--- src/common/cache_defines.svh ---
`ifndef CACHE_DEFINES_SVH
`define CACHE_DEFINES_SVH

// Cache geometry
`define CACHE_SIZE_BYTES 2048
`define BLOCK_SIZE_BYTES 32
`define CACHE_ASSOC      4

`define ADDR_WIDTH       32
`define WORD_WIDTH       32

`define WORDS_PER_BLOCK  (`BLOCK_SIZE_BYTES * 8 / `WORD_WIDTH)
`define NUM_SETS         (`CACHE_SIZE_BYTES / (`BLOCK_SIZE_BYTES * `CACHE_ASSOC))

// Field widths of a byte address
`define SET_IDX_BITS     4
`define BLOCK_OFF_BITS   5
`define TAG_BITS         (`ADDR_WIDTH - `SET_IDX_BITS - `BLOCK_OFF_BITS)
`define WAY_IDX_BITS     2
`define WORD_IDX_BITS    3

`endif

--- src/common/cache_pkg.sv ---
package cache_pkg;

`include "cache_defines.svh"

    typedef logic [`ADDR_WIDTH-1:0]    addr_t;
    typedef logic [`WORD_WIDTH-1:0]    word_t;
    // All zero means a load
    typedef logic [`WORD_WIDTH/8-1:0]  byte_en_t;
    typedef logic [`TAG_BITS-1:0]      tag_t;
    typedef logic [`SET_IDX_BITS-1:0]  set_idx_t;
    // Also an LRU age where 0 is most recent
    typedef logic [`WAY_IDX_BITS-1:0]  way_idx_t;
    typedef logic [`WORD_IDX_BITS-1:0] word_idx_t;

    typedef logic [`WORDS_PER_BLOCK-1:0][`WORD_WIDTH-1:0] block_t;

    typedef struct packed {
        logic valid;
        logic dirty;
        tag_t tag;
    } line_state_t;

    typedef struct packed {
        logic     valid;
        addr_t    addr;
        word_t    wdata;
        byte_en_t byte_en;
    } core_req_t;

    typedef struct packed {
        logic  valid;
        addr_t addr;
        word_t rdata;
    } core_rsp_t;

    typedef struct packed {
        logic  valid;
        logic  write;
        addr_t addr;
        word_t wdata;
    } mem_req_t;

    typedef struct packed {
        logic  valid;
        word_t rdata;
    } mem_rsp_t;

    typedef struct packed {
        logic  valid;
        logic  writeback;
        addr_t victim_addr;
        addr_t fill_addr;
    } miss_cmd_t;

endpackage

--- src/verilog/mem_sequencer.sv ---
`timescale 1ns/1ps

`include "cache_defines.svh"

module mem_sequencer import cache_pkg::*; (
    input  logic      clk,
    input  logic      reset,
    input  miss_cmd_t miss_cmd,
    input  block_t    evict_data,
    output mem_req_t  mem_req,
    input  mem_rsp_t  mem_rsp,
    output logic      fill_done,
    output block_t    fill_data
);

    typedef enum logic [1:0] {
        seq_idle,
        seq_write,
        seq_read
    } seq_phase_t;

    seq_phase_t phase;
    word_idx_t  cnt;
    logic       start;
    logic       wr_ack;
    logic       rd_ack;
    logic       last;
    logic       req_valid;
    logic       req_write;
    addr_t      req_addr;
    word_t      req_wdata;
    addr_t      fill_base;
    block_t     buffer;

    assign start  = (phase == seq_idle) && miss_cmd.valid;
    assign wr_ack = (phase == seq_write) && mem_rsp.valid;
    assign rd_ack = (phase == seq_read) && mem_rsp.valid;
    assign last   = cnt == word_idx_t'(`WORDS_PER_BLOCK - 1);

    always_ff @(posedge clk or posedge reset) begin
        if (reset) begin
            phase     <= seq_idle;
            cnt       <= '0;
            req_valid <= 1'b0;
            fill_done <= 1'b0;
        end else begin
            req_valid <= start || wr_ack || (rd_ack && !last);
            fill_done <= rd_ack && last;
            if (start) begin
                phase <= miss_cmd.writeback ? seq_write : seq_read;
                cnt   <= '0;
            end else if (wr_ack || rd_ack) begin
                cnt <= cnt + 1'b1;
                if (last) begin
                    phase <= wr_ack ? seq_read : seq_idle;
                end
            end
        end
    end

    // The buffer holds the victim first, then collects the refill
    always_ff @(posedge clk) begin
        if (start) begin
            buffer    <= evict_data;
            fill_base <= miss_cmd.fill_addr;
            req_write <= miss_cmd.writeback;
            req_addr  <= miss_cmd.writeback ? miss_cmd.victim_addr : miss_cmd.fill_addr;
            req_wdata <= evict_data[0];
        end else if (wr_ack) begin
            req_write <= !last;
            req_addr  <= last ? fill_base : req_addr + 4;
            req_wdata <= buffer[cnt + 1'b1];
        end else if (rd_ack) begin
            buffer[cnt] <= mem_rsp.rdata;
            req_addr    <= req_addr + 4;
        end
    end

    assign mem_req   = '{valid: req_valid, write: req_write, addr: req_addr, wdata: req_wdata};
    assign fill_data = buffer;

endmodule

--- config.mk ---
export PLATFORM = sky130hd
export DESIGN_NAME = mem_sequencer
export DESIGN_NICKNAME = d
export VERILOG_FILES = /design/src/common/cache_pkg.sv /design/src/verilog/mem_sequencer.sv
export VERILOG_INCLUDE_DIRS = /design/src /design/src/common
export SDC_FILE = /design/constraint.sdc
export NUM_CORES = 1
export LEC_CHECK = 0
export BUFFER_PORTS_ARGS = -buffer_cell sky130_fd_sc_hd__buf_4
export CAP_MARGIN = 40
export CORE_AREA = 5 5 263 265
export DETAILED_ROUTE_END_ITERATION = 6
export DIE_AREA = 0 0 268 270
export SLEW_MARGIN = 10
export SYNTH_ARGS = -nofsm -noshare
export SYNTH_HDL_FRONTEND = slang
export SYNTH_SLANG_ARGS = --single-unit
export TNS_END_PERCENT = 30
--- constraint.sdc ---
create_clock -name clk -period 3.95 [get_ports clk]
set_input_delay 0.395 -clock clk [delete_from_list [all_inputs] [get_ports clk]]
set_output_delay 0.395 -clock clk [all_outputs]
set_load 0.005 [all_outputs]
After elaboration in Yosys (flattened, before gate mapping)
Cells that the tools add are included.
Word-level totals
  input port bits: 357
  flip-flop bits (word level): 360
  word-level logic and storage cells: 67
  output and inout bits: 323
Cells by class
  $add $sub $neg: 2
  muxes and demuxes: 24
  equal/unequal tests: 4
  reduce and logical (&&, ||, !) cells: 18
  order comparisons: 3
Operators by type and width (count)
  $mux 256: 3
  $mux 32: 9
  $bwmux 256: 1
  $bmux 32 s3: 1
  $demux 32 s3: 1
  $add 32x3->32 const B: 1
  $mux 2: 5
  $lt 3x4->1 const B: 2
  $reduce_bool 2->1: 4
  $logic_and 1x1->1: 6
  $mux 3: 2
  $reduce_and 2->1: 2
  $add 3x1->3 const B: 1
  $eq 3x3->1 const B: 1
  $ge 3x1->1 const B: 1
  $logic_or 1x1->1: 3
  $reduce_bool 3->1: 1
  $eq 2x1->1 const B: 1
  $eq 2x2->1 const B: 1
  $logic_not 2->1: 1
  $mux 1: 2
  $ne 2x2->1 const B: 1
  $logic_not 1->1: 1

Depth between registers and ports, before layout
  word-level depth: 8
  depth in mapped cells: 9
  depth with buffers taken out: 8

Worst setup path after synthesis
Ideal clock, no wire load.
  path kind: flip-flop to flip-flop
  start: reg phase[0]
  end: reg buffer, in the netlist fill_data[0], enable pin
  setup time: 0.470 ns
  arrival time: 3.407 ns
  period minus slack after synthesis: 3.877 ns
  cell stages (with the launch flop): 4
  buffers on the path: 1
  setup slack: 0.073 ns
  data required time: 3.480 ns
  cells stage by stage: dfrtp_1 -> clkbuf_1 -> or3_1 -> o31ai_1
On the way
  word-level cells in the longest chain between the ends: 4
  elaborated cells on any way between the ends: 9
  those cells by class: eq/ne (3); reduce/logical (6)
Ends and longest elaborated chain
  from (decl): RTL line mem_sequencer.sv:22  | seq_phase_t phase;
  from (signal assigned): RTL line mem_sequencer.sv:42  | phase <= seq_idle;
  from (signal assigned): RTL line mem_sequencer.sv:50  | phase <= miss_cmd.writeback ? seq_write : seq_read;
  from (signal assigned): RTL line mem_sequencer.sv:55  | phase <= wr_ack ? seq_read : seq_idle;
  $eq 2x1->1, or another cell as far along: RTL line mem_sequencer.sv:36  | assign wr_ack = (phase == seq_write) && mem_rsp.valid;
  $logic_and 1x1->1 (on tied branches): RTL line mem_sequencer.sv:36, mem_sequencer.sv:35, mem_sequencer.sv:37
  $ne 2x2->1 (no line) / $reduce_bool 2->1 (equally long branches)
  $reduce_and 2->1 (no line) *
  to (signal assigned): RTL line mem_sequencer.sv:64  | buffer <= evict_data;
  to (signal, indexed assignment): RTL line mem_sequencer.sv:74  | buffer[cnt] <= mem_rsp.rdata;
  to (decl): RTL line mem_sequencer.sv:33  | block_t buffer;
Every way passes the cells marked *; elsewhere a longest branch is shown, timed or not.
A chain may end at the register's enable or synchronous reset.

Worst setup path in the final report
  start: reg cnt[1]
  end: reg req_wdata[28] (data pin)
On the way
  word-level cells in the longest chain between the ends: 5
Ends and longest elaborated chain
  from (decl): RTL line mem_sequencer.sv:23  | word_idx_t cnt;
  from (signal assigned): RTL line mem_sequencer.sv:53  | cnt <= cnt + 1'b1;
  $add 3x1->3: RTL line mem_sequencer.sv:72  | req_wdata <= buffer[cnt + 1'b1];
  $bmux 32 s3: RTL line mem_sequencer.sv:72
  $mux 32 (implied by the code): RTL line mem_sequencer.sv:72
  $mux 32: RTL line mem_sequencer.sv:69  | end else if (wr_ack) begin
  $mux 32: RTL line mem_sequencer.sv:63  | if (start) begin
  to (signal assigned): RTL line mem_sequencer.sv:68  | req_wdata <= evict_data[0];
  to (signal assigned): RTL line mem_sequencer.sv:72
  to (decl): RTL line mem_sequencer.sv:31  | word_t req_wdata;
Every way passes these cells. The select of a mux whose other input is x is not followed.

==> reports/qor.csv <==
stage,metric,value,unit
synthesis,Yosys reg bits,360,
clock_tree,post-cts resize count,0,
clock_tree,CTS tree,built,
finish,area of the multi-input gates,6150,um2
finish,post-route cell area,25400,um2
drt,routed via count,14600,
timing,crit path time final,2.77,ns
finish,fin nets,2218,
synthesis,YS warnings,0,
place,hpwl dp,59300,um
timing,RSZ-0062 raised after global routing,false,
clock_tree,H-tree depth,2,
timing,slew at the pin closest to its max-slew limit,0.784,ns
clock_tree,CTS sink cnt,360,
clock_tree,Skew-Pair Late Insertion Delay,0.58,ns
drt,remaining antenna violation count after routing,0,
die,Die Wd,268,um
place,routability cong.,0.893,
die,Die Ht,270,um
die,Die ar.,72400,um2
synthesis,count of different cell masters after synthesis,50,
clock_tree,cts hold-fix bufs,33,
clock_tree,Clock transition at path regs,0.06,ns
min_path,Hold Path Origin,evict_data[0],
critical_path,Crit Path Class,reg2reg,
critical_path,crit path DAT,3.06,ns
synthesis,Avg Inst Size Synth,14.7,um2
grt,largest net degree at the start of global routing,97,
critical_path,CP Max Fanout,33,
die,Initial Util,0.262,
finish,layout cell share with drive strength beyond 1,0.476,
timing,max_slew headroom,0.475,
critical_path,"reg-to-reg slack, setup",1.18,ns
timing,Worst Skew,0.0298,ns
drt,drt via density,5.27,
drt,routed wire length,82300,um
grt,initial antenna violation count,7,
power,Max IR drop VDD,424,uV
power,Cell Pwr Density,605,nW/um2
grt,GRT Util Overall,0.214,
die,Core ar.,66600,um2
clock_tree,Max Root-Sink Buffers,3,
drt,DR iter-0 viols,1363,
critical_path,Reg2Reg Depth,5,
timing,final setup fails,0,
finish,fill cell count,6391,
place,IO buf count,679,
timing,Final Max Tran Viols,0,
drt,DRT Pass-1 Iters,5,
run,max_cap viols,0,
power,Lkg Pwr,10.0,nW
min_path,Tightest Hold Check Type,in2reg,
synthesis,cell area after synthesis,17400,um2
finish,synthesis-to-layout area growth,45.8,%
grt,first-pass GRT wire length,113000,um
critical_path,Reg-to-Reg End,req_wdata[28],
timing,Hold Fails Final Rpt,0,
clock_tree,Num CTS Buffers,44,
timing,setup_tns,0,ns
status,status,completed,
place,Area after DPL,23600,um2
die,Cell Rows,95,
min_path,WHS Endpoint,fill_data[0],
critical_path,Setup crit end kind,flop,
clock_tree,root buf cell,clkbuf_16,
drt,residual DRC count,0,
grt,vias in the first global route,15300,
critical_path,Startpoint Class,flop,
die,IO Pins,680,
timing,fmax,361,MHz
clock_tree,post-CTS setup buffer count,0,
synthesis,Post-Synthesis Cells,1184,
critical_path,WP data required,4.24,ns
min_path,WHS Path Cells,3,
grt,grt total ovfl,0,
synthesis,Syn Nets,1544,
synthesis,"Seq/Total Area, Yosys",0.619,
drt,post-DR wirelength/cell,29.7,um
critical_path,worst reg2reg startpoint,cnt[1],
timing,fin crit share,0.701,
finish,Storage cell area,10800,um2
==> cell type report <==
cell class	instances	area share
diodes	1	0.0000986
clock buffers	51	0.0444
clock inverters	31	0.0129
inverters	7	0.00133
multi-input cells	689	0.242
flip-flops and latches	360	0.425
well taps	873	0.0430
repair buffers	756	0.231
==> Yosys cell counts, drive strengths merged <==
| cell | instances | share of area |
|---|---|---|
| mux2i | 58 | 0.033 |
| ha | 3 | 0.0022 |
| edfxtp | 353 | 0.61 |
| o21ai | 50 | 0.014 |
| o211ai | 1 | 0.00043 |
| o31ai | 2 | 0.00086 |
| inv | 7 | 0.0015 |
| nand3 | 15 | 0.0053 |
| nand3b | 1 | 0.00043 |
| and3 | 6 | 0.0022 |
| a211oi | 4 | 0.0017 |
| nor4 | 3 | 0.0037 |
| nand4 | 14 | 0.0054 |
| o221ai | 12 | 0.0078 |
| nor2 | 23 | 0.0051 |
| or3 | 3 | 0.0011 |
| mux4 | 64 | 0.083 |
| a21oi | 17 | 0.0049 |
| nand2b | 2 | 0.00086 |
| clkbuf | 45 | 0.011 |
| a22o | 224 | 0.11 |
| mux2 | 8 | 0.0052 |
| a31oi | 1 | 0.00036 |
| o22ai | 11 | 0.0040 |
| and2 | 2 | 0.00072 |
| dfrtp | 7 | 0.010 |
| and4 | 2 | 0.0010 |
| nand2 | 125 | 0.027 |
| nor3 | 6 | 0.0029 |
| nand4b | 1 | 0.00050 |
| buf | 83 | 0.026 |
| xnor2 | 6 | 0.0030 |
| nor3b | 2 | 0.0011 |
| nor2b | 2 | 0.0011 |
| xor2 | 21 | 0.011 |
==> sequential cells by signal, summed over array words and instances, names as in the netlist <==
signal     cells
fill_done      1
req_valid      1
fill_data    256
req_wdata     32
req_addr      32
cnt            3
req_write      1
fill_base     32
phase          2
==> cell usage in the layout (no fill, tap or decap), drive strengths merged <==
master / instances
a211oi: 4
a21oi: 17
a22o: 224
a31oi: 1
and2: 2
and3: 6
and4: 2
buf: 723
bufinv: 5
clkbuf: 51
clkinv: 21
clkinvlp: 1
dfrtp: 7
diode: 1
dlygate4sd3: 33
edfxtp: 353
ha: 3
inv: 11
mux2: 8
mux2i: 58
mux4: 64
nand2: 125
nand2b: 2
nand3: 15
nand3b: 1
nand4: 14
nand4b: 1
nor2: 23
nor2b: 2
nor3: 6
nor3b: 2
nor4: 3
o211ai: 1
o21ai: 50
o221ai: 12
o22ai: 11
o31ai: 2
or3: 3
xnor2: 6
xor2: 21
==> cell families after synthesis <==
| group | count (synthesis) | share of synthesized area |
|---|---|---|
| AND/OR/NAND/NOR | 207 | 0.0583 |
| adder cells (fa/ha/maj) | 3 | 0.00216 |
| buffers and inverters | 135 | 0.0389 |
| flip-flops | 360 | 0.619 |
| multiplexers | 130 | 0.121 |
| XOR/XNOR | 27 | 0.0136 |
| AO/OA/AOI/OAI | 322 | 0.147 |
==> worst max-delay path: stages, from the launching register on <==
cell	delay, ns
dfrtp_1	0.58
ha_4	0.81
buf_4	0.46
mux4_2	0.36
mux2i_1	0.14
o21ai_0	0.10
==> stage by stage <==
stage                      util  power [mW]  hold slack [ns]  setup WS, ns  instances
after CTS                 0.381        15.5           0.0495          1.16       2767
after floorplan               -        8.66            0.198        0.0728       1184
final                     0.381        15.4           0.0950          1.18       2768
after detailed placement  0.355        11.3            0.400          1.18       2652
after global routing      0.381        16.0           0.0682          1.06       2767
after global placement    0.354        11.2            0.389          1.20       2650
==> power breakdown <==
group	internal (mW)	leakage, nW	switching (mW)	total (mW)
registers	5.07	3.33	0.474	5.55
logic	2.61	5.98	3.07	5.68
clock network	2.40	0.717	1.73	4.13
==> routing by layer <==
layer	vias to the layer above	track usage	routed length [um]
met4	10	0.0641	2760
met1	7346	0.272	32000
met5	-	0	69
met3	149	0.0697	8680
li1	6127	-	-
met2	953	0.349	38900
==> worst max path at each step <==
stage	from	cells after the start	end	slack, ns
floorplan	phase[0]	3	fill_data[0]	0.07
global route	cnt[0]	5	req_wdata[26]	1.06
CTS	cnt[0]	5	req_wdata[22]	1.16
finish	cnt[1]	5	req_wdata[28]	1.18
detailed placement	cnt[0]	5	req_wdata[28]	1.18
global placement	cnt[0]	5	req_wdata[21]	1.20
Note: power is estimated with default switching activity, not from simulation.
